`src/fb_config.svh`:
```
/* Framebuffer display configuration
   Screen, blanking, sync and framebuffer geometry for a 640x480 raster */

`ifndef FB_CONFIG_SVH
`define FB_CONFIG_SVH

// visible area
`define H_RES           640
`define V_RES           480

// full frame with blanking
`define H_TOTAL         800
`define V_TOTAL         525

// sync pulses as first and last column or line
`define H_SYNC_START    656
`define H_SYNC_END      751
`define V_SYNC_START    490
`define V_SYNC_END      491

// framebuffer in the top-left corner of the screen
`define FB_WIDTH        160
`define FB_HEIGHT       120
`define FB_PIXELS       19200   // FB_WIDTH * FB_HEIGHT

// colour table size
`define PAL_ENTRIES     16

`endif
```
`src/fb_pkg.sv`:
```
/* Framebuffer display types
   Coordinates, memory addresses, colour index and 12-bit RGB colour */

`default_nettype none

`include "fb_config.svh"

package fb_pkg;

    // screen coordinate wide enough for 800 columns
    typedef logic [9:0] coord_t;

    // framebuffer word address
    typedef logic [$clog2(`FB_PIXELS)-1:0] fb_addr_t;

    // pixel payload in the framebuffer
    typedef logic [3:0] colr_idx_t;

    // colour table address
    typedef logic [$clog2(`PAL_ENTRIES)-1:0] pal_addr_t;

    // colour table payload, red in the top nibble
    typedef struct packed {
        logic [3:0] red;
        logic [3:0] green;
        logic [3:0] blue;
    } rgb_t;

endpackage

`default_nettype wire

```
`src/display_timing_if.sv`:
```
/* Display timing bundle
   Scan position, syncs, data enable and last-pixel flag of the raster */

`timescale 1ns/100ps
`default_nettype none

interface display_timing_if import fb_pkg::*; ();

    coord_t sx;         // column
    coord_t sy;         // line
    logic   hsync;      // active low
    logic   vsync;      // active low
    logic   de;         // visible area
    logic   frame_end;  // last pixel of the frame

    // timing generator side
    modport source (
        output sx, sy, hsync, vsync, de, frame_end
    );

    // consumer side
    modport sink (
        input sx, sy, hsync, vsync, de, frame_end
    );

endinterface

`default_nettype wire

```
`src/fb_scan_ctrl.sv`:
```
/* Framebuffer scan control
   Raster read address for the framebuffer window and sync/active delay line
   matching the two-stage memory pipeline */

`timescale 1ns/100ps
`default_nettype none

`include "fb_config.svh"

module fb_scan_ctrl import fb_pkg::*; (
    input  wire logic       clk_pix,
    input  wire logic       rst_n,
    display_timing_if.sink  tim,
    output      fb_addr_t   rd_addr,   // same cycle as the position
    output      logic       hsync_d,   // two cycles late
    output      logic       vsync_d,
    output      logic       active_d
);

    logic     fb_active;    // position inside the framebuffer window
    fb_addr_t addr_cnt;     // raster address of the current position
    logic [1:0] hsync_sr;   // bit 1 is the older stage
    logic [1:0] vsync_sr;
    logic [1:0] active_sr;

    // window is the top-left FB_WIDTH x FB_HEIGHT of the visible area
    always_comb begin
        fb_active = tim.de
                 && (tim.sx < `FB_WIDTH)
                 && (tim.sy < `FB_HEIGHT);
    end

    // address counter
    // restarts on the last pixel so the next frame opens at zero
    always_ff @(posedge clk_pix or negedge rst_n) begin
        if (!rst_n) begin
            addr_cnt <= '0;
        end else if (tim.frame_end) begin
            addr_cnt <= '0;
        end else if (fb_active) begin
            addr_cnt <= addr_cnt + 1'b1;  // y*160 + x
        end
    end

    assign rd_addr = addr_cnt;  // read issued with the position

    // delay line
    // framebuffer read then palette read so two stages
    always_ff @(posedge clk_pix or negedge rst_n) begin
        if (!rst_n) begin
            hsync_sr  <= 2'b11;  // inactive sync level
            vsync_sr  <= 2'b11;
            active_sr <= 2'b00;
        end else begin
            hsync_sr  <= {hsync_sr[0], tim.hsync};
            vsync_sr  <= {vsync_sr[0], tim.vsync};
            active_sr <= {active_sr[0], fb_active};
        end
    end

    assign hsync_d  = hsync_sr[1];
    assign vsync_d  = vsync_sr[1];
    assign active_d = active_sr[1];

    // counter stays inside the framebuffer over the whole window
    a_addr_range: assert property (
        @(posedge clk_pix) disable iff (!rst_n)
        fb_active |-> (rd_addr < `FB_PIXELS)
    ) else $error("framebuffer address %0d out of range", rd_addr);

    // window start of each line lands on a multiple of the width
    a_line_start: assert property (
        @(posedge clk_pix) disable iff (!rst_n)
        (fb_active && tim.sx == '0) |-> (rd_addr == tim.sy * `FB_WIDTH)
    ) else $error("line %0d starts at address %0d", tim.sy, rd_addr);

endmodule

`default_nettype wire

```
`src/flat_wrapper.sv`:
```
// flat-port wrapper written by rule: the top's interface ports become plain ports
module fb_scan_ctrl_flat import fb_pkg::*;
  (clk_pix, rst_n, rd_addr, hsync_d, vsync_d, active_d, tim_sx, tim_sy, tim_hsync, tim_vsync, tim_de, tim_frame_end);
  display_timing_if tim_i ();
  input  wire logic clk_pix;
  input  wire logic rst_n;
  output      fb_addr_t rd_addr;
  output      logic hsync_d;
  output      logic vsync_d;
  output      logic active_d;
  input wire logic [$bits(tim_i.sx)-1:0] tim_sx;
  input wire logic [$bits(tim_i.sy)-1:0] tim_sy;
  input wire logic [$bits(tim_i.hsync)-1:0] tim_hsync;
  input wire logic [$bits(tim_i.vsync)-1:0] tim_vsync;
  input wire logic [$bits(tim_i.de)-1:0] tim_de;
  input wire logic [$bits(tim_i.frame_end)-1:0] tim_frame_end;
  assign tim_i.sx = tim_sx;
  assign tim_i.sy = tim_sy;
  assign tim_i.hsync = tim_hsync;
  assign tim_i.vsync = tim_vsync;
  assign tim_i.de = tim_de;
  assign tim_i.frame_end = tim_frame_end;
  fb_scan_ctrl u_core (.clk_pix(clk_pix), .rst_n(rst_n), .tim(tim_i), .rd_addr(rd_addr), .hsync_d(hsync_d), .vsync_d(vsync_d), .active_d(active_d));
endmodule
```
`config.mk`:
```
export PLATFORM = sky130hd
export DESIGN_NAME = fb_scan_ctrl_flat
export DESIGN_NICKNAME = d
export VERILOG_FILES = /design/src/fb_pkg.sv /design/src/display_timing_if.sv /design/src/fb_scan_ctrl.sv /design/src/flat_wrapper.sv
export VERILOG_INCLUDE_DIRS = /design/src
export SDC_FILE = /design/constraint.sdc
export NUM_CORES = 1
export LEC_CHECK = 0
export BUFFER_PORTS_ARGS = -buffer_cell sky130_fd_sc_hd__buf_2
export CORE_AREA = 2 2 53 55
export DETAILED_ROUTE_END_ITERATION = 6
export DIE_AREA = 0 0 55 57
export GPL_TIMING_DRIVEN = 1
export PLACE_DENSITY = 0.7
export SLEW_MARGIN = 10
export SYNTH_ARGS = -nofsm -noshare
export SYNTH_HDL_FRONTEND = slang
export SYNTH_SLANG_ARGS = --single-unit
```
`constraint.sdc`:
```
create_clock -name clk_pix -period 1.6 [get_ports clk_pix]
set_clock_uncertainty 0.2 [all_clocks]
set_input_delay 0.08 -clock clk_pix [delete_from_list [all_inputs] [get_ports clk_pix]]
set_output_delay 0.08 -clock clk_pix [all_outputs]
set_load 0.02 [all_outputs]
```
==> results.md <==
* Syn Area/Cell at between 10 and 15 um^2
* Final WS setup at -0.0513 ns
* CP top delay family: simple AND/OR/NAND/NOR gates
* Area fraction of the dominant cell type after synthesis at 43.0%
* PortBufs at 35
* Final #Nets at 180
* GRT Total Usage at 17.3%
* Mapped cell area at 990 um^2
* Area leader, netlist: dfrtp_1
* Placer Congestion at between 0.7 and 0.8
* Primary FF master, synth: dfrtp_1
* Initial Utilization at 37.8%
* Ant. Diodes at 0
* Number of synthesized flops with an enable pin at 0
* DP Wirelength at 1730 um
* Vias post-DR at 963
* CTS buffer count at 3
* Max-cap violation count at 0
* Worst setup SP type: flip-flop
* Worst path slowest cell: dfrtp_2
* CP Launch Point: u_core.rd_addr[0]
* Layout cell share with drive strength beyond 1 at 63.2%
* Clk slew on worst S/H paths at 0.13 ns
* Worst slew pin tran at 0.485 ns
* Yosys reg bits at 21
* Worst reg2reg path startpoint: u_core.rd_addr[0]
* Worst Setup Path Type: flip-flop to flip-flop
* Io pins at 44
* DRC Markers at 0
* Register area at roughly 540 um^2
* Die area at 3140 um^2
* Vias in the first global route at 917
* Post-route ant nets at 0
* Hold crit path type: input pin to asynchronous set/reset pin
* Rows at 19
* Post-Syn Instances at 95
* Leak at 0.659 nW
* CP Max Fanout at 5
* Synth cell types at 23
* Die X at 55 um
* Clock sinks at 21
* CP bufs+invs at 0
* DIE HEIGHT at 57 um
* Seq/Total Area, Yosys at 53.6%
* Vias per cell at 5.26
* Largest net degree at the start of global routing at 22
* Overall power at 0.000868 W
* Finished Layout Cells at between 150 and 200
* Area of the core at around 2600 um^2
* Pwr/cell area at 577 nW/um^2
* Max-slew violation count at 0
* Area delta synth->final at 52.0%
* DRT iter0 DRCs at 29
* Arrival time at the worst endpoint at 1.68 ns
* Final Util at 57.5%
* Crit path capture type: flip-flop
* First-pass GRT wire length at 4000 um
* Final min period at 1.65 ns
* Final setup TNS at -0.0803 ns
* Unrepaired setup endpoints after global routing: true
* Initial antenna violation count at 0
* Cell with the most instances after synthesis: dfrtp_1
* Fillcell total at 246
* Final hold vios at 0
* Fmax at 0.606 GHz
* Peak VDD IR at slightly below 0.4 mV
* Clk buf depth at 2
* Async S/R FF share, synth at 100%
* Warnings from Yosys at 0
* WL final at around 2500 um
* Overflow after GRT at 0
* WL per Instance at around 14 um
* Post-synth top cells: 17 x dfrtp_1, 13 x a21oi_1, 8 x nand2_1, 8 x o21ai_0, 7 x or4_1
* Slew headroom at 67.7%
* Multi-input gate area at 536 um^2
* Drt first pass iters at 4
* Top cells by area, synth: dfrtp_1 43%, dfstp_2 11%, a21oi_1 6.6%
* Clock root buffer: clkbuf_4
* Failing checks: setup timing
* Period utilisation layout at 103%
* Setup violators final at 2
* Placed Instances at 172
* H-tree depth at 1
* CP cell instances: ha_4, and2_4, nand3_2, or4_4, a21oi_2
* Critical Path RT at 1.63 ns
* Worst skew pair latency at ~0.31 ns
* Worst path max stage delay at 0.42 ns
* Worst hold slack at 0.0520 ns
* Outcome: finished, violations left
* CTS tree: built
* Syn_nets at 122
[cell families (layout without fill, tap and decap cells)]
kind of cell / Yosys count / in the layout / synth area share (%)
AND/OR/NAND/NOR: 39 / 39 / 26.3
adder cells (fa/ha/maj): 1 / 1 / 1.26
AO/OA/AOI/OAI: 27 / 27 / 15.2
XOR/XNOR: 1 / 1 / 0.885
flip-flops: 21 / 21 / 53.6
buffers and inverters: 6 / 63 / 2.78
[cell usage in the layout, fill, tap and decap left out, types with 2 or more instances in the layout]
cell type,count
nand2_1,7
or4_1,3
o21ai_0,8
buf_4,18
nand3_1,3
nor2_1,2
buf_2,35
nand3_2,2
or3_1,6
dfstp_2,4
a21oi_2,7
inv_1,2
or4_4,4
dlygate4sd3_1,4
and4_4,2
dfrtp_1,6
dfrtp_2,11
o31ai_1,4
clkbuf_4,3
a21oi_1,6
nand4_1,2
o31ai_2,2
[repair_timing]
action,CTS,global route
endpoints found under the setup margin,8,9
hold buffers,4,0
hold endpoints to repair,37,0
pin swaps,0,2
gates resized for setup,6,13
buffers inserted,1,2
gates cloned,0,0
[metrics by stage]
step	setup slack, ns	cell area (um^2)
floorplan	-0.0264	1030
global placement	-0.124	1340
detailed placement	-0.202	1340
CTS	-0.0317	1430
global route	-0.124	1500
finish	-0.0513	1500
[worst paths after layout]
check / slack [ns] / cells after the start / endpoint
worst min register to register: 0.16 / 0 / u_core.active_sr[1]
min in group clk_pix: 0.08 / 5 / u_core.rd_addr[9]
worst min-delay path: 0.05 / 2 / u_core.rd_addr[0]
max in group asynchronous: 0.79 / 2 / u_core.rd_addr[4]
worst max register to register: -0.05 / 5 / u_core.rd_addr[14]
worst max-delay path: -0.05 / 5 / u_core.rd_addr[14]
[routing by layer]
metal	global-route usage (%)	wire, um
met5	0	0
met4	6.97	29
met3	2.62	95
met2	28.7	1350
met1	22.1	1030
[layout make-up]
class / count / area share [%]
clock buffer: 3 / 1.50
clock inverter: 1 / 0.333
inverter: 2 / 0.499
multi-input combinational: 68 / 35.6
sequential: 21 / 36.2
tap: 31 / 2.58
timing repair buffer: 57 / 23.3
[registers in the layout, indices dropped and copies added, names as in the netlist]
register	flops
u_core.hsync_sr	2
u_core.rd_addr	15
u_core.vsync_sr	2
u_core.active_sr	2
[power breakdown]
group | switching, W | internal, W | total [W] | leakage [nW]
clock network | 0.000167 | 0.0000932 | 0.000260 | 0.0177
registers | 0.00000166 | 0.000540 | 0.000542 | 0.261
logic | 0.0000365 | 0.0000295 | 0.0000660 | 0.381
total | 0.000205 | 0.000663 | 0.000868 | 0.659
No activity file was read; power rests on OpenSTA's default activity.
