<file path="config.mk">
export PLATFORM = sky130hd
export DESIGN_NAME = bram_sdp
export DESIGN_NICKNAME = d
export VERILOG_FILES = /design/src/bram_sdp.sv
export SDC_FILE = /design/constraint.sdc
export NUM_CORES = 1
export LEC_CHECK = 0
export ABC_AREA = 1
export ABC_CLOCK_PERIOD_IN_PS = 2800
export BUFFER_PORTS_ARGS = -buffer_cell sky130_fd_sc_hd__buf_2
export CAP_MARGIN = 20
export CORE_MARGIN = 4
export CORE_UTILIZATION = 45
export CTS_BUF_LIST = sky130_fd_sc_hd__clkbuf_4
export DETAILED_ROUTE_END_ITERATION = 10
export PLACE_DENSITY = 0.67
export SLEW_MARGIN = 10
export SYNTH_ARGS = -nofsm -noshare
export SYNTH_HDL_FRONTEND = slang
export SYNTH_SLANG_ARGS = --single-unit
</file>
<file path="constraint.sdc">
create_clock -name clk_pix -period 2.8 [get_ports clk_pix]
set_clock_uncertainty 0.1 [all_clocks]
set_input_delay 0.14 -clock clk_pix [delete_from_list [all_inputs] [get_ports clk_pix]]
set_output_delay 0.14 -clock clk_pix [all_outputs]
set_load 0.01 [all_outputs]
</file>
<file path="src/bram_sdp.sv">
/* Simple dual-port memory
   One write port and one registered read port, payload set by type */

`timescale 1ns/100ps
`default_nettype none

module bram_sdp #(
    parameter type payload_t = logic [7:0],  // stored word
    parameter int  DEPTH     = 16            // number of words
) (
    input  wire logic                     clk_pix,
    input  wire logic                     we,     // write strobe
    input  wire logic [$clog2(DEPTH)-1:0] waddr,
    input  wire logic [$clog2(DEPTH)-1:0] raddr,
    input  wire payload_t                 wdata,
    output      payload_t                 rdata   // one cycle after raddr
);

    payload_t mem [DEPTH];  // contents unknown until written

    // write port
    always_ff @(posedge clk_pix) begin
        if (we) begin
            mem[waddr] <= wdata;
        end
    end

    // read port sees the array before this edge's write
    // so a same-address collision returns the old word
    always_ff @(posedge clk_pix) begin
        rdata <= mem[raddr];
    end

    // host must stay inside the array
    a_waddr_range: assert property (
        @(posedge clk_pix)
        we |-> (waddr < DEPTH)
    ) else $error("write address %0d beyond depth %0d", waddr, DEPTH);

endmodule

`default_nettype wire

</file>
==> flow_summary.ini, run 1 <==
[outcome]
status = finished clean

[clocking]
cts-root-buf = clkbuf_4
ctsHtreeMaxLevel = 4
clockBufferDepth = 2
cts_buffers = 17
cts_resized = 0
cts.sinks = 136
post_cts_buffers = 0
holdBufCountCts = 10
path_clk_slew_ns = 0.11
cts_tree = yes
clk_latency_ns = 0.52

[sta]
hold_viol = 0
layout_min_cycle_time_ns = 1.509
finalCritPeriodShare_pct = 53.89
maxSlewViolCount = 0
fmax_mhz = 662.7
fin_tns_setup_ns = 0
hold_slack_ns = 0.1416
setup_violations = 0
rsz0062_at_grt = no
fin_ws_ns = 1.291
max-slew-margin-rel_pct = 42.77
tightest_slew_ns = 0.8552

[critical_path]
rr_endpoint = rdata[4]
critPathArrivalTime_ns = 1.82
path_class = in2reg
r2r_cells = 6
worst_r2r_startpoint = mem[4][4]
critical_path_required_ns = 3.11
rrSetupSlack_ns = 1.66
crit_path_start_kind = input pin
worstSetupEndpointType = register
worstPathMaxFanout = 17

[hold_path]
hold_path_depth = 3
hold_path.class = in2reg
hp-start = waddr[1]
holdPathEnd = mem[2][4]

[pwr]
power_density_nw_per_um2 = 564.4
p_leak_nw = 2.718
power_mw = 3.571
ir_drop_v = 0.0002912

[logic_synthesis]
yosysSeqAreaShare_pct = 69.43
syn-cell-area_sq_um = 5767
synth-edff-count = 128
postSynthCellCount = 551
synth.most_common_cell = nand2_1
synth_cell_type_count = 12
synth_fp_nets = 569
avgSynthCellArea_sq_um = 10.47
ys_top_cells_by_area = edfxtp_1 67%, nand2_1 11%, nand3_1 8.4%
ys_seq_elements = 136
yosysTopAreaCell = edfxtp_1
synth_top_area_share_pct = 66.65
synthArstFlopShare_pct = 0
synth_ff_type = edfxtp_1
ys.warnings.count = 0
synthTopCellsByCount = 173 x nand2_1, 128 x edfxtp_1, 100 x inv_1, 97 x nand3_1, 17 x nor2_1

[grt]
grt_pass1_vias = 3586
grt_use_met1_pct = 24.58
grt.busiest_layer = met2
grt_max_degree = 53
track_usage_pct = 18.15
use_met2_pct = 28.34
gr-usage-met3_pct = 4.476
antenna_found_initial = 0
grt_first_pass_wirelength_microns = 19690
overflow = 0

[final_layout]
final_nets = 607
drive_above_1_share_pct = 10.30
area_delta_synth_final_pct = 9.720
finish.utilization_pct = 50.34

[die]
core_sq_um = 12570
rows = 41
start_util_pct = 45.88
pin_count = 26
die_area_sq_um = 14690
die_h_microns = 121.2
die_w_microns = 121.2

[routing]
routed_wl_microns = 12570
first_pass_iters = 5
post-route-drc-count = 0
ant_nets = 0
via_per_inst = 4.903
wl_per_cell_microns = 16.22
vias = 3800
first_iter_violations = 330

[place]
dpl.hpwl_microns = 8069
place_congestion = 0.8404
port_buffers = 25
post-place-ws_ns = 1.185

[flow_run]
maxCapViolCount = 0
layout by cell type (no fill, tap or decap):
master,synthesis,final
inv_1,100,100
dfxtp_1,8,8
nand3b_1,2,2
nor2_1,17,17
clkbuf_4,0,20
buf_4,4,7
buf_2,13,25
nand3_1,97,97
diode_2,0,1
edfxtp_1,128,128
clkinv_1,0,5
nand2_1,173,173
dlygate4sd3_1,0,10
clkinvlp_4,0,3
clkinv_2,0,4
inv_2,2,2
buf_12,0,1
cell families after synthesis:
kind of cell / Yosys count / share of synthesized area [%]
buffers and inverters: 126 / 9.525
flip-flops: 136 / 69.43
AND/OR/NAND/NOR: 289 / 21.05
layout make-up:
| class | instances | area (sq um) |
|---|---|---|
| clock inverters | 12 | 61.31 |
| fillers | 1138 | 6241 |
| multi-input cells | 289 | 1214 |
| flip-flops and latches | 136 | 4004 |
| clock buffers | 20 | 150.1 |
| diodes | 1 | 2.502 |
| inverters | 102 | 382.9 |
| well taps | 172 | 215.2 |
| repair buffers | 43 | 297.8 |
state kept, by name, indices dropped and copies added, names as in the netlist:
name / cells
rdata: 8
mem: 128
power breakdown:
group,internal [mW],switching [mW]
sequential,2.27,0.0140
combinational,0.0854,0.196
clock,0.358,0.646
total,2.72,0.856
per-layer routing:
metal	vias up	share of wire (%)
met1	1773	42
li1	1849	-
met3	28	7.0
met2	150	48
met4	0	2.6
met5	-	0
worst max-delay path, stage by stage:
cell and delay (ns):
dlygate4sd3_1 0.53, buf_2 0.24, inv_1 0.49, nand3_1 0.20, nand3_1 0.15, nand2_1 0.06
stage by stage:
| stage | std cells | cell area, sq um |
|---|---|---|
| after floorplan | 551 | 5767 |
| after global placement | 732 | 6013 |
| after detailed placement | 732 | 6013 |
| after CTS | 774 | 6325 |
| after global routing | 774 | 6325 |
| final | 775 | 6327 |
worst max path at each step:
stage	cells after the start	startpoint	endpoint
floorplan	2	waddr[2]	mem[10][0]
global placement	4	waddr[2]	mem[0][7]
detailed placement	3	waddr[3]	mem[6][3]
CTS	6	raddr[2]	rdata[2]
global route	6	raddr[2]	rdata[4]
finish	6	raddr[2]	rdata[2]
Note: power is estimated with default switching activity, not from simulation.
==> run 2: changes to the inputs <==
Settings changed: ABC_AREA 1 to 0, ABC_CLOCK_PERIOD_IN_PS 2800 to 1460, PLACE_DENSITY 0.67 to 0.68.
Clock period 2.8 ns to 1.46 ns, I/O delays scaled along.
==> flow_summary.ini, run 2 <==
[outcome]
status = finished clean

[pwr]
p_comb_share_pct = 6.4
sw_frac_of_total_pct = 21.05
power_density_nw_per_um2 = 1191
switchingPower_mw = 1.495
p_leak_nw = 2.019
p_seq_share_pct = 61.7
internal_power_mw = 5.607
ir_drop_v = 0.0004671
clkPwrFrac_pct = 31.9

[final_layout]
design_area_sq_um = 5963
finish.utilization_pct = 54.06
final_cell_mix = 128 x edfxtp_1, 25 x buf_2, 22 x mux4_2, 22 x buf_4, 20 x clkbuf_4
drive_above_1_share_pct = 33.65
final_common_cell = edfxtp_1
final_nets = 317
top_register = mem
top_regs = mem: 128 flops, rdata: 8 flops
fillerInstances = 867
area_delta_synth_final_pct = 15.85
largest_register_ffs = 128

[logic_synthesis]
postSynthCellCount = 229
synthArstFlopShare_pct = 0
synth_top_area_share_pct = 74.67
ys.warnings.count = 0
yosysTopAreaCell = edfxtp_1
synth-edff-count = 128
avgSynthCellArea_sq_um = 22.48
ys_seq_elements = 136
synth_fp_nets = 247
synth.most_common_cell = edfxtp_1
synth_cell_type_count = 19
yosysSeqAreaShare_pct = 77.78
synth_ff_type = edfxtp_1
synthTopCellsByCount = 128 x edfxtp_1, 18 x mux4_2, 16 x a22oi_1, 14 x mux4_1, 13 x nor2_1
ys_top_cells_by_area = edfxtp_1 75%, mux4_2 7.9%, mux4_1 7.1%
syn-cell-area_sq_um = 5147

[clocking]
cts_buffers = 17
cts_tree = yes
ctsHtreeMaxLevel = 4
cts-root-buf = clkbuf_4
clk_latency_ns = 0.52
clockBufferDepth = 2
path_clk_slew_ns = 0.11
cts.sinks = 136
post_cts_buffers = 0

[die]
core_sq_um = 11030
rows = 38
die_w_microns = 115.0
pin_count = 26
start_util_pct = 46.67
die_h_microns = 115.0
die_area_sq_um = 13210

[sta]
hold_viol = 0
finalCritPeriodShare_pct = 99.03
tightest_slew_ns = 0.8309
rsz0062_at_grt = no
fmax_mhz = 691.6
max-slew-margin-rel_pct = 44.40
maxSlewViolCount = 0
layout_min_cycle_time_ns = 1.446
setup_violations = 0

[critical_path]
critical_path_required_ns = 1.77
path_class = reg2reg
critPathArrivalTime_ns = 1.75
worstSetupEndpointType = register
crit_path_start_kind = register
worstPathMaxFanout = 1

[grt]
grt_pass1_vias = 2644
gr-usage-met3_pct = 4.789
use_met2_pct = 27.47
track_usage_pct = 16.27
grt_use_met1_pct = 19.80
grt_max_degree = 22
grt_first_pass_wirelength_microns = 15320
grt.busiest_layer = met2
antenna_found_initial = 1
overflow = 0

[place]
dpl.hpwl_microns = 6372
port_buffers = 25
place_congestion = 0.7333
place_area_sq_um = 5592

[routing]
post-route-drc-count = 0
first_pass_iters = 4
first_iter_violations = 242
vias = 2470
via_per_inst = 5.453
ant_nets = 0
routed_wl_microns = 9621
wl_per_cell_microns = 21.24

[hold_path]
hold_path.class = in2reg

[flow_run]
maxCapViolCount = 0
==> run 2: logic make-up after synthesis <==
group	count (synthesis)	synth area share [%]
and+or+nand+nor	35	3.184
AOI/OAI and AO/OA	16	2.334
muxes	32	15.02
DFF	136	77.78
buffers and inverters	10	1.677
==> run 2: what timing repair did <==
item                                    4_1_cts  5_1_grt
pin swaps                                     0        2
resized for setup                             1        6
endpoints found under the hold margin       152        0
endpoints found under the setup margin        1        3
hold buffers                                 11        0
gates cloned                                  0        0
==> run 2: cell type report <==
class                   instances  area (sq um)  area share (%)
flip-flops and latches        136          4004           67.14
repair buffers                 61         460.4           7.721
diodes                          1         2.502         0.04196
multi-input cells              83          1062           17.81
clock buffers                  20         150.1           2.518
clock inverters                12         108.9           1.825
well taps                     140         175.2           2.937
==> run 2: per-layer routing <==
| metal | share of wire [%] | wire, microns |
|---|---|---|
| met4 | 1.7 | 168 |
| met5 | 0 | 0 |
| met3 | 3.9 | 374 |
| met1 | 43 | 4091 |
| met2 | 52 | 4986 |
==> run 2: final timing paths <==
| check | startpoint | to | slack (ns) | cells after the start |
|---|---|---|---|---|
| max reg2reg | mem[4][1] | rdata[1] | 0.01 | 3 |
| min reg2reg | mem[10][2] | rdata[2] | 0.59 | 3 |
| max | mem[4][1] | rdata[1] | 0.01 | 3 |
| min | raddr[1] | rdata[2] | 0.06 | 5 |
==> run 2: power by group through the flow <==
stage / combinational (mW) / sequential, mW / clock [mW]
floorplan: 0.222 / 4.48 / 0
global placement: 0.416 / 4.47 / 0
detailed placement: 0.428 / 4.48 / 0
CTS: 0.454 / 4.39 / 2.34
global route: 0.491 / 4.39 / 2.51
finish: 0.451 / 4.38 / 2.27
==> run 2: per-stage QoR <==
stage          power (mW)  setup slack [ns]  hold WS (ns)  std cells  TNS, ns
6_report            7.103           0.01416       0.05817        453        0
5_1_grt             7.394          0.007135       0.04073        453        0
4_1_cts             7.178           0.01021      0.003154        452        0
3_5_place_dp        4.903           -0.1699        0.3697        409  -0.7160
3_3_place_gp        4.887           -0.1483        0.3521        409  -0.6760
2_1_floorplan       4.699           0.02085       0.07187        229        0
==> run 2: worst max-delay path: stages (launching register included) <==
cell	delay [ns]
edfxtp_1	0.39
mux4_1	0.54
a22oi_1	0.23
nand2_1	0.08
