==> config.mk <==
export PLATFORM = sky130hd
export DESIGN_NAME = video_output
export DESIGN_NICKNAME = d
export VERILOG_FILES = /design/src/fb_pkg.sv /design/src/video_output.sv
export VERILOG_INCLUDE_DIRS = /design/src
export SDC_FILE = /design/constraint.sdc
export NUM_CORES = 1
export LEC_CHECK = 0
export BUFFER_PORTS_ARGS = -buffer_cell sky130_fd_sc_hd__buf_4
export CAP_MARGIN = 25
export CORE_AREA = 2 2 39 41
export DETAILED_ROUTE_END_ITERATION = 10
export DIE_AREA = 0 0 41 43
export PLACE_DENSITY = 0.72
export REMOVE_ABC_BUFFERS = 1
export SYNTH_ARGS = -nofsm -noshare
export SYNTH_HDL_FRONTEND = slang
export SYNTH_SLANG_ARGS = --single-unit
==> constraint.sdc <==
create_clock -name clk_pix -period 1.5 [get_ports clk_pix]
set_clock_uncertainty 0.05 [all_clocks]
set_input_delay 0.075 -clock clk_pix [delete_from_list [all_inputs] [get_ports clk_pix]]
set_output_delay 0.075 -clock clk_pix [all_outputs]
set_load 0.1 [all_outputs]
==> src/fb_config.svh <==
/* Framebuffer display configuration
   Screen, blanking, sync and framebuffer geometry for a 640x480 raster */

`ifndef FB_CONFIG_SVH
`define FB_CONFIG_SVH

// visible area
`define H_RES           640
`define V_RES           480

// full frame with blanking
`define H_TOTAL         800
`define V_TOTAL         525

// sync pulses as first and last column or line
`define H_SYNC_START    656
`define H_SYNC_END      751
`define V_SYNC_START    490
`define V_SYNC_END      491

// framebuffer in the top-left corner of the screen
`define FB_WIDTH        160
`define FB_HEIGHT       120
`define FB_PIXELS       19200   // FB_WIDTH * FB_HEIGHT

// colour table size
`define PAL_ENTRIES     16

`endif
==> src/fb_pkg.sv <==
/* Framebuffer display types
   Coordinates, memory addresses, colour index and 12-bit RGB colour */

`default_nettype none

`include "fb_config.svh"

package fb_pkg;

    // screen coordinate wide enough for 800 columns
    typedef logic [9:0] coord_t;

    // framebuffer word address
    typedef logic [$clog2(`FB_PIXELS)-1:0] fb_addr_t;

    // pixel payload in the framebuffer
    typedef logic [3:0] colr_idx_t;

    // colour table address
    typedef logic [$clog2(`PAL_ENTRIES)-1:0] pal_addr_t;

    // colour table payload, red in the top nibble
    typedef struct packed {
        logic [3:0] red;
        logic [3:0] green;
        logic [3:0] blue;
    } rgb_t;

endpackage

`default_nettype wire

==> src/video_output.sv <==
/* Video output stage
   Registers the sync pins and the colour channels, black outside the window */

`timescale 1ns/100ps
`default_nettype none

module video_output import fb_pkg::*; (
    input  wire logic       clk_pix,
    input  wire logic       rst_n,
    input  wire rgb_t       pix,        // palette read data
    input  wire logic       hsync_in,
    input  wire logic       vsync_in,
    input  wire logic       active,     // pix is a framebuffer pixel
    output      logic       vga_hsync,
    output      logic       vga_vsync,
    output      logic [3:0] vga_r,
    output      logic [3:0] vga_g,
    output      logic [3:0] vga_b
);

    always_ff @(posedge clk_pix or negedge rst_n) begin
        if (!rst_n) begin
            vga_hsync <= 1'b1;  // idle sync
            vga_vsync <= 1'b1;
            vga_r     <= 4'h0;  // black
            vga_g     <= 4'h0;
            vga_b     <= 4'h0;
        end else begin
            vga_hsync <= hsync_in;
            vga_vsync <= vsync_in;
            // blanking and the area right of or below the framebuffer are black
            vga_r     <= active ? pix.red   : 4'h0;
            vga_g     <= active ? pix.green : 4'h0;
            vga_b     <= active ? pix.blue  : 4'h0;
        end
    end

endmodule

`default_nettype wire

==> results.md, run 1 <==
- Overall Power: 0.870 mW
- Crit path largest cell delay: around 0.52 ns
- Die area: around 1800 sq um
- Seq/Total Area, Yosys: 0.786
- Critical path depth: 1
- Max FO, Critical Path: 1
- Fraction of layout cells with a size suffix above 1: 0.573
- Critical path endpoint: vga_hsync
- Initial Util: 0.325
- Via density: 4.04
- Vias: about 370
- Port Buf Inserts: 30
- Die width: just over 40 microns
- Min cycle time layout: 1.19 ns
- Post-route ant nets: 0
- Endpoint class of the critical path: primary output
- Final Hold Fails: 0
- Num CTS Buffers: 3
- Std cell rows: 14
- Syn_area_per_cell: 16.6 sq um
- DR WL/cell: 10.4 microns
- Final wirelength: 943 microns
- Clk slew on worst S/H paths: roughly 0.07 ns
- Outcome: completed
- # fillers: 112
- Seq. cell area: 353 sq um
- Final setup fails: 0
- Number of I/O pins: 31
- Worst-margin pin slew: around 0.28 ns
- CTS tree: yes
- Leakage: approximately 0.44 nW
- Power density over the cells: 1010 nW/um^2
- RSZ-0062 raised after global routing: false
- WP data required: between 1 and 1.5 ns
- Synth Instances: 27
- Antenna Diode Count: 0
- Grt ovf: 0
- TritonCTS Sinks: 14
- Max H-tree Level: 1
- CP Cell Sequence: buf_4
- Die Height: 43 microns
- Largest net degree at the start of global routing: 15
- Initial antenna violation count: 0
- RD Place Congestion: 0.593
- Nets: 93
- Core box area: 1380 sq um
- Pre-antenna DRT Iters: 1
- Initial DRC count: 0
- Number of max-cap violations: 0
- Max-slew violations: 0
- First-pass GRT wire length: 1410 microns
- Worst slew margin: 0.813
- Total Routing Usage GR: 0.120
- CP max stage cell: dfstp_2
- Startpoint types: flip-flop
- Hold crit path type: in -> reg
- Critical path class: reg -> out
- Mapped Area: roughly 450 sq um
- Residual DRC: 0
- Worst Setup SP: vga_hsync$_DFF_PN1_
- Worst path top cell family by delay: flip-flops
- Maximum clock insertion buffer count: 2
- Number of distinct library cells after synthesis: 5
- Clock root buffer master: clkbuf_4
- Footprint of the multi-input gates: 85.1 sq um
- Synth-to-Final Area Change: 91.4%
- Setup TNS: 0 ns
- Worst vdd ir: 0.000488 V
- Final period util: 0.793
- Number of global-route vias before repair: roughly 360
- Seq cells post-synth: 14
- FMAX: 841 MHz
- WP buf/inv: 1
- WP data arrival: 1.06 ns
- Synth warnings: 0
repair_timing:
item                                   in CTS  in global routing
hold buffers                               15                  0
gates resized for setup                     0                  0
endpoints found under the hold margin      28                  0
buffers inserted                            0                  0
per-layer routing:
metal  wire length (microns)  global-route usage  vias to the layer above
li1                        -                   -                      176
met3                      96              0.0471                        0
met2                     496               0.197                       23
met4                       0              0.0400                        0
met5                       0                   0                        -
met1                     351               0.134                      169
cell usage in the layout, fill, tap and decap left out, drive strengths merged:
master and instances:
clkbuf 4, dlygate4sd3 15, buf 30, dfrtp 12, and2 12, dfstp 2
synthesized netlist by cell type:
library cell  count  area, sq um
dfstp_2           2         52.6
and2_1            4         25.0
and2_2            8         60.1
dfrtp_1          12          300
buf_6             1         11.3
how the worst min path moves through the flow:
| stage | slack (ns) | cells after the start | endpoint | start |
|---|---|---|---|---|
| final | 0.04 | 2 | vga_r[2]$_DFF_PN0_ | active |
| after global routing | 0.05 | 2 | vga_r[2]$_DFF_PN0_ | active |
| after CTS | 0.04 | 2 | vga_r[2]$_DFF_PN0_ | active |
| after detailed placement | -0.12 | 1 | vga_g[0]$_DFF_PN0_ | rst_n |
| after global placement | -0.12 | 1 | vga_g[0]$_DFF_PN0_ | rst_n |
| after floorplan | -0.27 | 0 | vga_b[0]$_DFF_PN0_ | rst_n |
logic make-up (layout without fill, tap and decap cells):
logic type,Yosys count,count (layout),synth area share
flip-flops,14,14,0.786
AND/OR/NAND/NOR,12,12,0.189
buffers and inverters,1,49,0.0251
registers in the layout (all words and copies together) (netlist names):
name,flops
vga_r,4
vga_vsync,1
vga_g,4
vga_hsync,1
vga_b,4
area by class of cell:
| class | instances | area share |
|---|---|---|
| repair buffers | 45 | 0.437 |
| flip-flops and latches | 14 | 0.410 |
| multi-input cells | 12 | 0.0990 |
| clock buffers | 4 | 0.0306 |
| well taps | 16 | 0.0233 |
power breakdown:
group,internal (mW),total (mW),leakage (nW),switching (mW)
sequential,0.398,0.404,0.176,0.00548
clock,0.103,0.203,0.0150,0.101
combinational,0.0861,0.263,0.248,0.177
total,0.587,0.870,0.439,0.283
through the flow:
| step | worst slack, ns | utilization | hold slack, ns | instances | cell area [sq um] |
|---|---|---|---|---|---|
| 3_3_place_gp | 0.607 | 0.494 | -0.123 | 72 | 683 |
| 6_report | 0.311 | 0.621 | 0.0444 | 91 | 860 |
| 3_5_place_dp | 0.603 | 0.494 | -0.121 | 72 | 683 |
| 4_1_cts | 0.304 | 0.621 | 0.0379 | 91 | 860 |
| 5_1_grt | 0.269 | 0.621 | 0.0482 | 91 | 860 |
| 2_1_floorplan | 0.492 | - | -0.271 | 26 | 438 |
No activity file was read; power rests on OpenSTA's default activity.
==> inputs of run 2 (changes only) <==
--- a/config.mk
+++ b/config.mk
@@ -6,12 +6,13 @@
 export SDC_FILE = /design/constraint.sdc
 export NUM_CORES = 1
 export LEC_CHECK = 0
+export ABC_AREA = 1
 export BUFFER_PORTS_ARGS = -buffer_cell sky130_fd_sc_hd__buf_4
 export CAP_MARGIN = 25
-export CORE_AREA = 2 2 39 41
+export CORE_MARGIN = 1.5
+export CORE_UTILIZATION = 35
 export DETAILED_ROUTE_END_ITERATION = 10
-export DIE_AREA = 0 0 41 43
-export PLACE_DENSITY = 0.72
+export PLACE_DENSITY = 0.73
 export REMOVE_ABC_BUFFERS = 1
 export SYNTH_ARGS = -nofsm -noshare
 export SYNTH_HDL_FRONTEND = slang
==> constraint.sdc (replaced) <==
create_clock -name clk_pix -period 1.17 [get_ports clk_pix]
set_clock_uncertainty 0.05 [all_clocks]
set_input_delay 0.0585 -clock clk_pix [delete_from_list [all_inputs] [get_ports clk_pix]]
set_output_delay 0.0585 -clock clk_pix [all_outputs]
set_load 0.1 [all_outputs]
==> results.md, run 2 <==
- Residual DRC: 0
- Min cycle time layout: roughly 1.1 ns
- Initial DRC count: 11
- Max FO, Critical Path: 1
- Initial antenna violation count: 0
- Synth Instances: 39
- WP buf/inv: 1
- DR WL/cell: 11.7 microns
- Power density over the cells: 1290 nW/um^2
- Via density: 4.06
- DP Wirelength: 689 microns
- RSZ-0062 raised after global routing: false
- Number of global-route vias before repair: approximately 400
- Endpoint class of the critical path: primary output
- Core box area: ~1200 sq um
- Max H-tree Level: 1
- WP data required: between 1 and 1.5 ns
- Vias: 406
- CP Cell Sequence: buf_6
- Final wirelength: approximately 1200 microns
- Number of max-cap violations: 0
- Grt ovf: 0
- First-pass GRT wire length: 1810 microns
- Hold_sp: active
- Largest net degree at the start of global routing: 15
- Most frequent cells in the layout: 28 x buf_4, 15 x dlygate4sd3_1, 12 x nand2_1, 12 x inv_1, 12 x dfrtp_1
- EDFF count, synth: 0
- Final period util: 0.959
- Max-slew violations: 0
- Worst Setup SP: vga_vsync$_DFF_PN1_
- Num CTS Buffers: 3
- Share of flip-flops with an asynchronous set or reset: 1.00
- Mapped Area: 454 sq um
- Hold Path Sink: vga_r[0]$_DFF_PN0_
- Syn_area_per_cell: 11.6 sq um
- Leakage: 0.524 nW
- Outcome: completed
- Antenna Diode Count: 0
- Area leader, netlist: dfrtp_1
- Startpoint types: flip-flop
- Worst vdd ir: 0.000753 V
- Critical path class: reg -> out
- Synth warnings: 0
- Number of I/O pins: 31
- WHS Path Cells: 3
- Maximum clock insertion buffer count: 2
- Setup Buffers After CTS: 0
- Design Area, Final: just under 900 sq um
- Largest regs: vga_b x4, vga_g x4, vga_r x4
- Pre-antenna DRT Iters: 4
- Crit path largest cell delay: 0.53 ns
- Nets: 105
- Total Routing Usage GR: 0.191
- Worst slew margin: 0.813
- Top cells by area, synth: dfrtp_1 66%, dfstp_2 12%, inv_1 9.9%
- Worst path top cell family by delay: flip-flops
- Die width: ~39 microns
- Die Height: 39.0 microns
- Fraction of layout cells with a size suffix above 1: 0.407
- WP data arrival: slightly above 1 ns
- Worst-margin pin slew: 0.283 ns
- Hold crit path type: in -> reg
- CTS tree: yes
- Overall Power: 1.13 mW
- Clk slew on worst S/H paths: 0.08 ns
- Top cell type's share of synthesized area: 0.661
- Die area: 1520 sq um
- Port Buf Inserts: 30
- CP max stage cell: dfstp_2
- Final core utilization: 0.752
- Clock root buffer master: clkbuf_4
- Placement Cell Area: around 690 sq um
- Most common cell after layout, fill and taps aside: buf_4
- Synth-to-Final Area Change: 91.5%
- Seq/Total Area, Yosys: 0.777
- Final setup fails: 0
- TritonCTS Sinks: 14
- Final Hold Fails: 0
- Post-route ant nets: 0
- FMAX: 891 MHz
- RD Place Congestion: approximately 0.53
- Most frequent cells after synthesis: 12 x dfrtp_1, 12 x inv_1, 12 x nand2_1
- Seq cells post-synth: 14
- Setup TNS: 0 ns
- Ys flop type: dfrtp_1
- Number of distinct library cells after synthesis: 5
- Initial Util: 0.393
- Std cell rows: 12
- # fillers: 79
==> run 2: cell count changes after synthesis <==
| cell | change |
|---|---|
| inv_1 | +12 |
| nand2_1 | +12 |
| and2_2 | -8 |
| and2_1 | -4 |
==> run 2: how the worst max path moves through the flow <==
stage / endpoint / slack [ns] / cells past startpoint
2_1_floorplan: vga_b[0] / 0.18 / 0
3_3_place_gp: vga_vsync / 0.29 / 1
3_5_place_dp: vga_hsync / 0.28 / 1
4_1_cts: vga_hsync / 0.02 / 1
5_1_grt: vga_hsync / 0.007 / 1
6_report: vga_vsync / 0.05 / 1
==> run 2: final cells by class <==
class	instances	area (sq um)	share of cell area
Timing Repair Buffer	45	387	0.445
Clock buffer	3	22.5	0.0259
Multi-Input combinational cell	12	45.0	0.0518
Inverter	12	45.0	0.0518
Tap cell	14	17.5	0.0201
Sequential cell	14	353	0.406
==> run 2: what timing repair did <==
action                                 4_1_cts  5_1_grt
gates resized for setup                      2        1
endpoints found under the hold margin       28        0
hold buffers                                15        0
setup endpoints to repair                    2        1
==> run 2: layer usage <==
layer  part of all wire  track usage  wire length, microns  vias up
li1                   -            -                     -      199
met1               0.42        0.219                   492      187
met2               0.48        0.300                   557       20
met3              0.099       0.0751                   115        0
met4                  0        0.103                     0        0
met5                  0            0                     0        -
==> run 2: cells by family after synthesis <==
logic type             share of synthesized area
and+or+nand+nor                           0.0992
buffers and inverters                      0.124
DFF                                        0.777
==> run 2: stage by stage <==
stage	setup slack, ns	hold slack [ns]	std cells
finish	0.0474	0.0143	100
global route	0.00703	0.00263	100
CTS	0.0249	0.00805	100
detailed placement	0.281	-0.137	82
global placement	0.294	-0.140	82
floorplan	0.178	-0.287	38
==> run 2: power breakdown <==
group          switching, mW  leakage, nW  internal (mW)
clock                  0.142       0.0138          0.119
sequential           0.00833        0.176          0.511
combinational          0.238        0.335          0.108
total                  0.388        0.524          0.738
==> inputs of run 3 (changes only) <==
--- a/config.mk
+++ b/config.mk
@@ -13,6 +13,7 @@
 export CORE_UTILIZATION = 35
 export DETAILED_ROUTE_END_ITERATION = 10
 export PLACE_DENSITY = 0.73
+export RECOVER_POWER = 50
 export REMOVE_ABC_BUFFERS = 1
 export SYNTH_ARGS = -nofsm -noshare
 export SYNTH_HDL_FRONTEND = slang
==> results.md, run 3 (same netlist as run 2, synthesis figures left out) <==
- Number of I/O pins: 31
- WP data arrival: 1.01 ns
- Final Hold Fails: 0
- First-pass GRT wire length: 1810 microns
- Initial Util: 0.393
- Worst path top cell family by delay: flip-flops
- Antenna Diode Count: 0
- Final period util: 0.960
- Most frequent cells in the layout: 21 x buf_4, 15 x dlygate4sd3_1, 12 x nand2_1, 12 x inv_1, 12 x dfrtp_1
- Largest net degree at the start of global routing: 15
- Pre-antenna DRT Iters: 4
- Maximum clock insertion buffer count: 2
- FMAX: just under 900 MHz
- Number of max-cap violations: 0
- Core box area: between 1000 and 1500 sq um
- Die area: 1520 sq um
- RSZ-0062 raised after global routing: false
- Max H-tree Level: 1
- WHS: 0.0153 ns
- Overall Power: 1.12 mW
- WP buf/inv: 1
- WHS Path Cells: 3
- Num CTS Buffers: 3
- Number of global-route vias before repair: between 300 and 400
- Port Buf Inserts: 30
- Die Height: between 30 and 40 microns
- Critical path depth: 1
- Fraction of layout cells with a size suffix above 1: 0.395
- Min cycle time layout: 1.12 ns
- Final core utilization: 0.749
- Residual DRC: 0
- Most common cell after layout, fill and taps aside: buf_4
- Worst-margin pin slew: 0.738 ns
- TritonCTS Sinks: 14
- Clock root buffer master: clkbuf_4
- Synth-to-Final Area Change: 90.6%
- Vias: 409
- Critical path class: reg -> out
- Max-slew violations: 0
- Setup TNS: 0 ns
- Startpoint types: flip-flop
- Leakage: 0.519 nW
- Outcome: completed
- DR WL/cell: 11.6 microns
- Clk slew on worst S/H paths: around 0.080 ns
- Largest regs: vga_b x4, vga_g x4, vga_r x4
- Die width: 39.0 microns
- Final wirelength: 1160 microns
- CP Cell Sequence: buf_6
- Nets: 105
- Total Routing Usage GR: 0.191
- Initial antenna violation count: 0
- DP Wirelength: a little under 700 microns
- WP data required: roughly 1.1 ns
- Max FO, Critical Path: 1
- Crit path largest cell delay: 0.53 ns
- Worst vdd ir: roughly 0.00075 V
- Seq. cell area: 353 sq um
- Power density over the cells: about 1300 nW/um^2
- Hold crit path type: in -> reg
- RD Place Congestion: ~0.53
- Setup Buffers After CTS: 0
- Worst slew margin: 0.508
- # fillers: 81
- Footprint of the multi-input gates: 45.0 sq um
- Final setup fails: 0
- CP max stage cell: dfstp_2
- Endpoint class of the critical path: primary output
- CTS tree: yes
- Initial DRC count: 13
- Post-route ant nets: 0
- Grt ovf: 0
- Std cell rows: 12
- Via density: between 4 and 5
[run 3: changes by cell type in the layout (fill, tap and decap cells not counted)]
cell / before / now
buf_4: 28 / 21
clkbuf_1: 0 / 1
clkbuf_4: 3 / 9
[run 3: power by group]
group	switching (mW)	internal, mW	total, mW	leakage [nW]
registers	0.00836	0.511	0.519	0.176
clock network	0.143	0.119	0.262	0.0138
logic	0.237	0.106	0.343	0.330
total	0.389	0.736	1.12	0.519
[run 3: metal layers]
| layer | global-route usage | vias to the layer above | wire (microns) |
|---|---|---|---|
| met5 | 0 | - | 0 |
| met4 | 0.103 | 0 | 0 |
| met3 | 0.0751 | 0 | 116 |
| met2 | 0.300 | 20 | 555 |
| met1 | 0.219 | 190 | 484 |
| li1 | - | 199 | - |
[run 3: what timing repair did]
item                                   4_1_cts  5_1_grt
endpoints found under the hold margin       28        0
pin swaps                                    0        0
hold buffers                                15        0
setup endpoints to repair                    2        1
gates resized for setup                      2        1
[run 3: worst paths after layout]
| path | startpoint | to |
|---|---|---|
| max | vga_vsync$_DFF_PN1_ | vga_vsync |
| min | active | vga_b[3]$_DFF_PN0_ |
| max in group asynchronous | rst_n | vga_g[3]$_DFF_PN0_ |
| min in group asynchronous | rst_n | vga_b[0]$_DFF_PN0_ |
[run 3: area by class of cell]
cell class | count | area share
timing repair buffer | 45 | 0.442
inverter | 12 | 0.0520
sequential | 14 | 0.408
tap | 14 | 0.0202
multi-input combinational | 12 | 0.0520
clock buffer | 3 | 0.0260
[run 3: per-stage QoR]
| stage | instance area, sq um | std cells | worst slack, ns |
|---|---|---|---|
| final | 866 | 100 | 0.0473 |
| after floorplan | 443 | 38 | 0.178 |
| after global routing | 866 | 100 | 0.00703 |
| after CTS | 866 | 100 | 0.0249 |
| after global placement | 686 | 82 | 0.294 |
| after detailed placement | 686 | 82 | 0.281 |
