### src/fb_config.svh
/* Framebuffer display configuration
   Screen, blanking, sync and framebuffer geometry for a 640x480 raster */

`ifndef FB_CONFIG_SVH
`define FB_CONFIG_SVH

// visible area
`define H_RES           640
`define V_RES           480

// full frame with blanking
`define H_TOTAL         800
`define V_TOTAL         525

// sync pulses as first and last column or line
`define H_SYNC_START    656
`define H_SYNC_END      751
`define V_SYNC_START    490
`define V_SYNC_END      491

// framebuffer in the top-left corner of the screen
`define FB_WIDTH        160
`define FB_HEIGHT       120
`define FB_PIXELS       19200   // FB_WIDTH * FB_HEIGHT

// colour table size
`define PAL_ENTRIES     16

`endif
### src/fb_pkg.sv
/* Framebuffer display types
   Coordinates, memory addresses, colour index and 12-bit RGB colour */

`default_nettype none

`include "fb_config.svh"

package fb_pkg;

    // screen coordinate wide enough for 800 columns
    typedef logic [9:0] coord_t;

    // framebuffer word address
    typedef logic [$clog2(`FB_PIXELS)-1:0] fb_addr_t;

    // pixel payload in the framebuffer
    typedef logic [3:0] colr_idx_t;

    // colour table address
    typedef logic [$clog2(`PAL_ENTRIES)-1:0] pal_addr_t;

    // colour table payload, red in the top nibble
    typedef struct packed {
        logic [3:0] red;
        logic [3:0] green;
        logic [3:0] blue;
    } rgb_t;

endpackage

`default_nettype wire

### src/display_timing_if.sv
/* Display timing bundle
   Scan position, syncs, data enable and last-pixel flag of the raster */

`timescale 1ns/100ps
`default_nettype none

interface display_timing_if import fb_pkg::*; ();

    coord_t sx;         // column
    coord_t sy;         // line
    logic   hsync;      // active low
    logic   vsync;      // active low
    logic   de;         // visible area
    logic   frame_end;  // last pixel of the frame

    // timing generator side
    modport source (
        output sx, sy, hsync, vsync, de, frame_end
    );

    // consumer side
    modport sink (
        input sx, sy, hsync, vsync, de, frame_end
    );

endinterface

`default_nettype wire

### src/display_timings.sv
/* Display timings
   Scans an 800x525 frame one pixel per clock with registered syncs and enables */

`timescale 1ns/100ps
`default_nettype none

`include "fb_config.svh"

module display_timings import fb_pkg::*; (
    input  wire logic       clk_pix,
    input  wire logic       rst_n,
    display_timing_if.source tim
);

    coord_t sx_next;    // position for the next clock
    coord_t sy_next;
    logic   line_end;   // last column of a line
    logic   last_line;  // last line of the frame

    always_comb begin
        line_end  = (tim.sx == coord_t'(`H_TOTAL - 1));
        last_line = (tim.sy == coord_t'(`V_TOTAL - 1));
        sx_next   = line_end ? '0 : tim.sx + 1'b1;
        sy_next   = tim.sy;
        if (line_end) begin
            sy_next = last_line ? '0 : tim.sy + 1'b1;  // wrap at frame end
        end
    end

    // all outputs are decoded from the next position and registered together
    always_ff @(posedge clk_pix or negedge rst_n) begin
        if (!rst_n) begin
            tim.sx        <= '0;
            tim.sy        <= '0;
            tim.hsync     <= 1'b1;  // syncs idle high
            tim.vsync     <= 1'b1;
            tim.de        <= 1'b1;  // (0,0) is visible
            tim.frame_end <= 1'b0;
        end else begin
            tim.sx        <= sx_next;
            tim.sy        <= sy_next;
            tim.hsync     <= ~(sx_next >= `H_SYNC_START && sx_next <= `H_SYNC_END);
            tim.vsync     <= ~(sy_next >= `V_SYNC_START && sy_next <= `V_SYNC_END);
            tim.de        <= (sx_next < `H_RES) && (sy_next < `V_RES);
            tim.frame_end <= (sx_next == coord_t'(`H_TOTAL - 1))
                          && (sy_next == coord_t'(`V_TOTAL - 1));
        end
    end

    // position never leaves the frame
    a_pos_in_frame: assert property (
        @(posedge clk_pix) disable iff (!rst_n)
        (tim.sx < `H_TOTAL) && (tim.sy < `V_TOTAL)
    ) else $error("scan position outside the frame");

    // frame_end marks the last pixel and is followed by the origin
    a_frame_wrap: assert property (
        @(posedge clk_pix) disable iff (!rst_n)
        tim.frame_end |=> (tim.sx == '0) && (tim.sy == '0)
    ) else $error("frame did not wrap to the origin");

endmodule

`default_nettype wire

### src/flat_wrapper.sv
// flat-port wrapper written by rule: the top's interface ports become plain ports
module display_timings_flat import fb_pkg::*;
  (clk_pix, rst_n, tim_sx, tim_sy, tim_hsync, tim_vsync, tim_de, tim_frame_end);
  display_timing_if tim_i ();
  input  wire logic clk_pix;
  input  wire logic rst_n;
  output wire logic [$bits(tim_i.sx)-1:0] tim_sx;
  output wire logic [$bits(tim_i.sy)-1:0] tim_sy;
  output wire logic [$bits(tim_i.hsync)-1:0] tim_hsync;
  output wire logic [$bits(tim_i.vsync)-1:0] tim_vsync;
  output wire logic [$bits(tim_i.de)-1:0] tim_de;
  output wire logic [$bits(tim_i.frame_end)-1:0] tim_frame_end;
  assign tim_sx = tim_i.sx;
  assign tim_sy = tim_i.sy;
  assign tim_hsync = tim_i.hsync;
  assign tim_vsync = tim_i.vsync;
  assign tim_de = tim_i.de;
  assign tim_frame_end = tim_i.frame_end;
  display_timings u_core (.clk_pix(clk_pix), .rst_n(rst_n), .tim(tim_i));
endmodule
### config.mk
export PLATFORM = sky130hd
export DESIGN_NAME = display_timings_flat
export DESIGN_NICKNAME = d
export VERILOG_FILES = /design/src/fb_pkg.sv /design/src/display_timing_if.sv /design/src/display_timings.sv /design/src/flat_wrapper.sv
export VERILOG_INCLUDE_DIRS = /design/src
export SDC_FILE = /design/constraint.sdc
export NUM_CORES = 1
export LEC_CHECK = 0
export BUFFER_PORTS_ARGS = -buffer_cell sky130_fd_sc_hd__buf_4
export CAP_MARGIN = 20
export CORE_ASPECT_RATIO = 0.6
export CORE_MARGIN = 3
export CORE_UTILIZATION = 40
export DETAILED_ROUTE_END_ITERATION = 8
export PLACE_DENSITY_LB_ADDON = 0.25
export SLEW_MARGIN = 40
export SYNTH_ARGS = -nofsm -noshare
export SYNTH_HDL_FRONTEND = slang
export SYNTH_SLANG_ARGS = --single-unit
### constraint.sdc
create_clock -name clk_pix -period 4.2 [get_ports clk_pix]
set_clock_uncertainty 0.1 [all_clocks]
set_input_delay 0.21 -clock clk_pix [delete_from_list [all_inputs] [get_ports clk_pix]]
set_output_delay 0.21 -clock clk_pix [all_outputs]
set_load 0.05 [all_outputs]
==> impl_metrics.py, run 1 <==
metrics = {
    "power_and_ir_drop": {
        "leakagePower_nw": 0.758,
        "vdd_ir_drop_max_v": 0.000154,
        "power-per-cell-area_nw_per_um2": 221,
    },
    "clock_network": {
        "cts_buffers": 3,
        "cts_post_setup_buffers_inserted": 0,
        "tritoncts": "done",
        "postCtsHoldBufs": 1,
        "clock_sink_total": 24,
        "postCtsResizedCells": 0,
        "root_buffer": "sky130_fd_sc_hd__clkbuf_8",
        "path_clk_slew_ps": 80,
        "cts-htree-levels": 1,
        "cts_max_path_buffers": 2,
        "clock_insertion_delay_worst_skew_ps": 270,
    },
    "placement": {
        "dp_hpwl_um": 2880,
        "io_buffers": 25,
        "pre_cts_slack_ps": 1600,
        "finalWeightedCongestion": 0.822,
    },
    "drt": {
        "drtPass1Iterations": 4,
        "drc_violation_count_after_routing": 0,
        "routed_wl_um": 3750,
        "ant_nets": 0,
        "post_drt_wl_per_cell_um": 16.1,
        "route.detailed.vias_per_inst": 5.79,
        "routed-via-count": 1350,
        "drt_iter0_markers": 181,
    },
    "worst_setup_path": {
        "end_kind": "flop",
        "wp_data_required_ps": 4280,
        "timing.critical_path.fanout_max": 9,
        "critPathKind": "reg -> reg",
        "setup.worst_path.start_class": "flop",
        "cp.arrival_ps": 2700,
    },
    "logic_synthesis": {
        "synth.mux.area_fraction_pct": 0.660,
        "synth_sequential_area_ratio_pct": 39.8,
        "post_synth_xor_area_fraction_pct": 5.77,
        "post_synth_and_or_nand_nor_area_fraction_pct": 27.2,
        "ys_async_sr_fraction_pct": 100,
        "synth_top_family_by_area": "simple AND/OR/NAND/NOR gates",
        "netlist_top_cells_count": "sky130_fd_sc_hd__dfrtp_1 (21), sky130_fd_sc_hd__inv_1 (13), sky130_fd_sc_hd__nand2_1 (11)",
        "synth_seq_cells": 24,
        "synth_edf_count": 0,
        "synthAdderAreaFrac_pct": 3.30,
        "mappedNetlistNets": 172,
        "postSynth.topFlopCell": "sky130_fd_sc_hd__dfrtp_1",
        "synth_compound_gate_area_share_pct": 16.6,
        "synthesis.area_um2": 1520,
        "post_synth_inst_count": 166,
        "synth_top_area_share_pct": 34.6,
        "yosys.area.top_type": "sky130_fd_sc_hd__dfrtp_1",
        "synthMostInstantiatedCell": "sky130_fd_sc_hd__dfrtp_1",
        "synth.avg_cell_area_um2": 9.14,
        "ys_types": 49,
        "ys.warnings.count": 0,
        "synth.area.top_cells": "sky130_fd_sc_hd__dfrtp_1 (35%), sky130_fd_sc_hd__dfstp_2 (5.2%), sky130_fd_sc_hd__xnor2_1 (4.0%)",
    },
    "grt": {
        "grt_pass1_vias": 1205,
        "gr-max-usage-layer": "met1",
        "grt.met3_usage_pct": 5.35,
        "grt_overflow_total": 0,
        "grt_antenna_before_repair": 0,
        "largest_net_degree_at_the_start_of_global_routing": 25,
        "grt_first_pass_wirelength_um": 6120,
        "gr-usage-all-layers_pct": 17.6,
        "met1_usage_pct": 27.2,
        "met2_usage_pct": 23.5,
    },
    "floorplan": {
        "placement_rows": 16,
        "boundary_pin_count": 26,
        "design.die.area_um2": 4590,
        "initial_utilization_pct": 44.1,
        "core_um2": 3440,
        "die_h_um": 53.7,
        "chipWidth_um": 85.5,
    },
    "outcome": {
        "status": "finished clean",
    },
    "final_layout": {
        "area.growth.synth_to_final_pct": 17.6,
        "final_layout_size_suffix_gt1_share_pct": 22.3,
        "layout.nets": 195,
        "antenna_cells": 0,
    },
    "timing": {
        "timing_max_transition_violations_final": 0,
        "final_critical_path_share_of_the_clock_period_pct": 62.5,
        "setup_viol": 0,
        "grt_setup_unrepaired": "false",
        "worst_pin_slew_ps": 652,
        "totalNegativeSetupSlack_ps": 0,
        "hold_viol_final": 0,
        "slew_headroom_pct": 56.3,
        "timing.fmax_ghz": 0.381,
        "final_period_minus_worst_setup_slack_ps": 2620,
        "finalWorstSetupSlack_ps": 1580,
    },
    "worst_hold_path": {
        "hold_path.class": "in -> async",
    },
    "job": {
        "timing.max_cap.violations": 0,
    },
}
[flip-flops by register name (all words and copies together), names as in the netlist]
register	cells
u_core.tim.hsync	1
u_core.tim.vsync	1
u_core.tim.sx	10
u_core.tim.sy	10
u_core.tim.de	1
u_core.tim.frame_end	1
[critical path: stages (launching register included)]
cell and delay, ps:
sky130_fd_sc_hd__dfrtp_1 480, sky130_fd_sc_hd__or3b_1 540, sky130_fd_sc_hd__or3_4 470, sky130_fd_sc_hd__or4_4 500, sky130_fd_sc_hd__a211oi_2 290, sky130_fd_sc_hd__nand4_1 140
[area by class of cell]
cell class	count	area, µm²
Fill cell	332	1660
Multi-Input combinational cell	121	823
Sequential cell	24	604
Timing Repair Buffer	26	198
Tap cell	45	56.3
Clock buffer	4	55.1
Inverter	13	48.8
[placed cells by master, fill, tap and decap left out, types with 2 or more instances in the layout]
cell and instances:
sky130_fd_sc_hd__nand2b_1 2, sky130_fd_sc_hd__or3_1 4, sky130_fd_sc_hd__a211oi_1 3, sky130_fd_sc_hd__xnor2_1 7
sky130_fd_sc_hd__dfrtp_1 21, sky130_fd_sc_hd__nor3_1 6, sky130_fd_sc_hd__buf_4 25, sky130_fd_sc_hd__nor4b_1 2
sky130_fd_sc_hd__nor2_1 10, sky130_fd_sc_hd__a21o_1 2, sky130_fd_sc_hd__and3_1 3, sky130_fd_sc_hd__nor4_1 2
sky130_fd_sc_hd__o21ai_0 7, sky130_fd_sc_hd__nand3_1 9, sky130_fd_sc_hd__o2111ai_1 3, sky130_fd_sc_hd__xor2_1 3
sky130_fd_sc_hd__a21oi_1 5, sky130_fd_sc_hd__nand4_1 4, sky130_fd_sc_hd__ha_1 4, sky130_fd_sc_hd__o31ai_1 4
sky130_fd_sc_hd__inv_1 13, sky130_fd_sc_hd__dfstp_2 3, sky130_fd_sc_hd__a31oi_1 4, sky130_fd_sc_hd__nand2_1 11
sky130_fd_sc_hd__clkbuf_8 4
[worst paths after layout]
check / from / endpoint / slack, ps / cells after the start
setup / recovery: u_core.tim.sx[6] / u_core.tim.vsync / 1580 / 5
hold / removal: rst_n / u_core.tim.sy[8] / 270 / 2
setup reg to reg: u_core.tim.sx[6] / u_core.tim.vsync / 1580 / 5
hold reg to reg: u_core.tim.sx[0] / u_core.tim.sx[0] / 440 / 1
max in group asynchronous: rst_n / u_core.tim.hsync / 3450 / 2
min in group clk_pix: u_core.tim.sx[0] / u_core.tim.sx[0] / 440 / 1
[logic make-up after synthesis]
family | count (synthesis)
adders and majority gates | 4
buffers and inverters | 21
DFF | 24
muxes | 1
and+or+nand+nor | 70
AOI/OAI and AO/OA | 36
xor gates and xnor gates | 10
[routing by layer]
layer	vias up	part of all wire, %
li1	664	-
met1	635	51
met2	47	39
met3	4	9.3
met4	0	0.56
met5	-	0
[per-stage QoR]
stage | instances | utilization, % | instance area, µm² | hold WS (ps) | power [mW]
global placement | 228 | 49.6 | 1710 | 25.0 | 0.241
detailed placement | 228 | 49.8 | 1710 | 29.6 | 0.241
CTS | 233 | 51.7 | 1780 | 275 | 0.399
floorplan | 166 | - | 1520 | -186 | 0.236
global route | 233 | 51.9 | 1790 | 296 | 0.411
finish | 233 | 51.9 | 1790 | 267 | 0.394
[power breakdown]
part           switching [mW]  internal (mW)  total, mW
logic                 0.00448        0.00124    0.00572
registers                   0          0.231      0.231
clock network          0.0737         0.0838      0.158
Power figures use the tool's default switching activity.
==> run 2: changes to the inputs <==
==> constraint.sdc (replaced) <==
create_clock -name clk_pix -period 2.36 [get_ports clk_pix]
set_clock_uncertainty 0.1 [all_clocks]
set_input_delay 0.118 -clock clk_pix [delete_from_list [all_inputs] [get_ports clk_pix]]
set_output_delay 0.118 -clock clk_pix [all_outputs]
set_load 0.05 [all_outputs]
==> run 2 against run 1 <==
  * Fmax increased by 16%
  * Final cell count increased by 8.6%
  * Clock power increased by 130%
  * Flip-flop and latch count unchanged
  * Register-to-register slack got worse by 1500 ps
  * Sequential share of layout area decreased by 3.3 points
  * Critical path depth unchanged
  * Die area unchanged
  * Largest cell class unchanged
  * Highest routed layer unchanged
==> impl_metrics.py, run 2 (synthesis results as in run 1) <==
metrics = {
    "outcome": {
        "status": "finished clean",
    },
    "timing": {
        "setup_viol": 0,
        "hold_viol_final": 0,
        "slew_headroom_pct": 65.9,
        "timing.fmax_ghz": 0.443,
        "timing_max_transition_violations_final": 0,
        "grt_setup_unrepaired": "false",
        "final_critical_path_share_of_the_clock_period_pct": 95.6,
        "final_period_minus_worst_setup_slack_ps": 2260,
        "worst_pin_slew_ps": 507,
        "whs_ps": 178,
    },
    "worst_setup_path": {
        "worst_r2r_path_depth": 5,
        "worst-r2r-setup-slack_ps": 100,
        "r2r_start": "u_core.tim.sx[7]",
        "cp.arrival_ps": 2340,
        "worst_r2r_endpoint": "u_core.tim.vsync",
        "timing.critical_path.fanout_max": 9,
        "crit_path_cell_trace": "or3b_4 -> or3_4 -> or4_4 -> a211oi_4 -> nand4_1",
        "cpPeakStageDelay_ps": 450,
        "critPathKind": "reg -> reg",
        "end_kind": "flop",
        "cp_num_buf_inv": 0,
        "wp_data_required_ps": 2440,
        "setup.worst_path.start_class": "flop",
        "cp_slowest_cell": "sky130_fd_sc_hd__or3b_4",
        "critical-path-top-delay-family": "simple AND/OR/NAND/NOR gates",
    },
    "final_layout": {
        "layout.core_utilization_pct": 58.0,
        "area.growth.synth_to_final_pct": 31.5,
        "final_cells": 253,
        "layout.nets": 215,
        "n_fill_cell": 307,
        "regArea_um2": 611,
        "mostFrequentLayoutCells": "sky130_fd_sc_hd__buf_4 (45), sky130_fd_sc_hd__dfrtp_1 (16), sky130_fd_sc_hd__inv_1 (13)",
        "layout.cells.most_common": "sky130_fd_sc_hd__buf_4",
        "area_occupied_by_multi_input_gates_um2": 861,
        "final_layout_size_suffix_gt1_share_pct": 33.7,
        "reg_top3": "u_core.tim.sx x10, u_core.tim.sy x10",
        "final_area_um2": 2000,
        "antenna_cells": 0,
    },
    "grt": {
        "gr-usage-all-layers_pct": 19.1,
        "grt_overflow_total": 0,
        "grt_first_pass_wirelength_um": 6710,
        "grt_antenna_before_repair": 0,
        "largest_net_degree_at_the_start_of_global_routing": 25,
        "grt_pass1_vias": 1314,
    },
    "clock_network": {
        "root_buffer": "sky130_fd_sc_hd__clkbuf_8",
        "path_clk_slew_ps": 90,
        "cts_post_setup_buffers_inserted": 0,
        "clock_sink_total": 24,
        "tritoncts": "done",
        "clock_insertion_delay_worst_skew_ps": 270,
        "cts-htree-levels": 1,
        "cts_buffers": 3,
        "cts_max_path_buffers": 2,
    },
    "drt": {
        "drtPass1Iterations": 5,
        "route.detailed.vias_per_inst": 5.85,
        "drc_violation_count_after_routing": 0,
        "drt_iter0_markers": 164,
        "ant_nets": 0,
        "routed_wl_um": 4170,
        "post_drt_wl_per_cell_um": 16.5,
        "routed-via-count": 1479,
    },
    "power_and_ir_drop": {
        "leakagePower_nw": 0.883,
        "power-per-cell-area_nw_per_um2": 394,
        "vdd_ir_drop_max_v": 0.000392,
    },
    "placement": {
        "placed_area_um2": 1870,
        "dpl.cell_count": 248,
        "dp_hpwl_um": 3140,
        "io_buffers": 25,
        "finalWeightedCongestion": 0.888,
    },
    "floorplan": {
        "design.die.area_um2": 4590,
        "chipWidth_um": 85.5,
        "placement_rows": 16,
        "initial_utilization_pct": 44.1,
        "boundary_pin_count": 26,
        "die_h_um": 53.7,
        "core_um2": 3440,
    },
    "worst_hold_path": {
        "hold_path.class": "in -> async",
    },
    "job": {
        "timing.max_cap.violations": 0,
    },
}
-- run 2: final cells by class --
class                   count  share of cell area, %
repair buffers             46                   17.4
flip-flops and latches     24                   30.6
clock inverters             1                   1.50
multi-input cells         121                   43.1
well taps                  45                   2.82
clock buffers               3                   2.07
inverters                  13                   2.45
-- run 2: per-stage QoR --
stage	setup TNS (ps)	worst slack (ps)	power, mW
2_1_floorplan	-338	-157	0.419
3_5_place_dp	0	9.61	0.429
4_1_cts	0	27.9	0.795
5_1_grt	0	12.7	0.811
6_report	0	104	0.787
3_3_place_gp	0	110	0.428
-- run 2: repair_timing --
item | in CTS | in global routing
pin swaps | 0 | 0
hold endpoints to repair | 24 | 0
hold buffers | 1 | 0
setup endpoints to repair | 1 | 6
resized for setup | 1 | 7
-- run 2: worst max path at each step --
stage | cells past startpoint | end | start | slack (ps)
6_report | 5 | u_core.tim.vsync | u_core.tim.sx[7] | 100
5_1_grt | 5 | u_core.tim.vsync | u_core.tim.sx[7] | 10
4_1_cts | 6 | u_core.tim.vsync | u_core.tim.sx[1] | 30
3_5_place_dp | 7 | u_core.tim.frame_end | u_core.tim.sx[1] | 10
3_3_place_gp | 6 | u_core.tim.vsync | u_core.tim.sx[1] | 110
2_1_floorplan | 8 | u_core.tim.vsync | u_core.tim.sx[6] | -160
-- run 2: worst register-to-register path: cells and delay by family (launching register included) --
kind,cells,cell delay [ps]
and+or+nand+nor,4,1420
AOI/OAI and AO/OA,1,230
DFF,1,410
-- run 2: power by group --
part | switching [mW] | internal, mW | leakage, nW
logic | 0.00822 | 0.00220 | 0.544
registers | 0 | 0.411 | 0.304
clock network | 0.138 | 0.227 | 0.0357
-- run 2: metal layers --
| metal | vias to the layer above | GRT usage (%) | part of all wire, % |
|---|---|---|---|
| li1 | 698 | - | - |
| met1 | 697 | 28.3 | 47 |
| met2 | 80 | 26.0 | 40 |
| met3 | 4 | 7.95 | 12 |
| met4 | 0 | 3.16 | 0.43 |
| met5 | - | 0 | 0 |
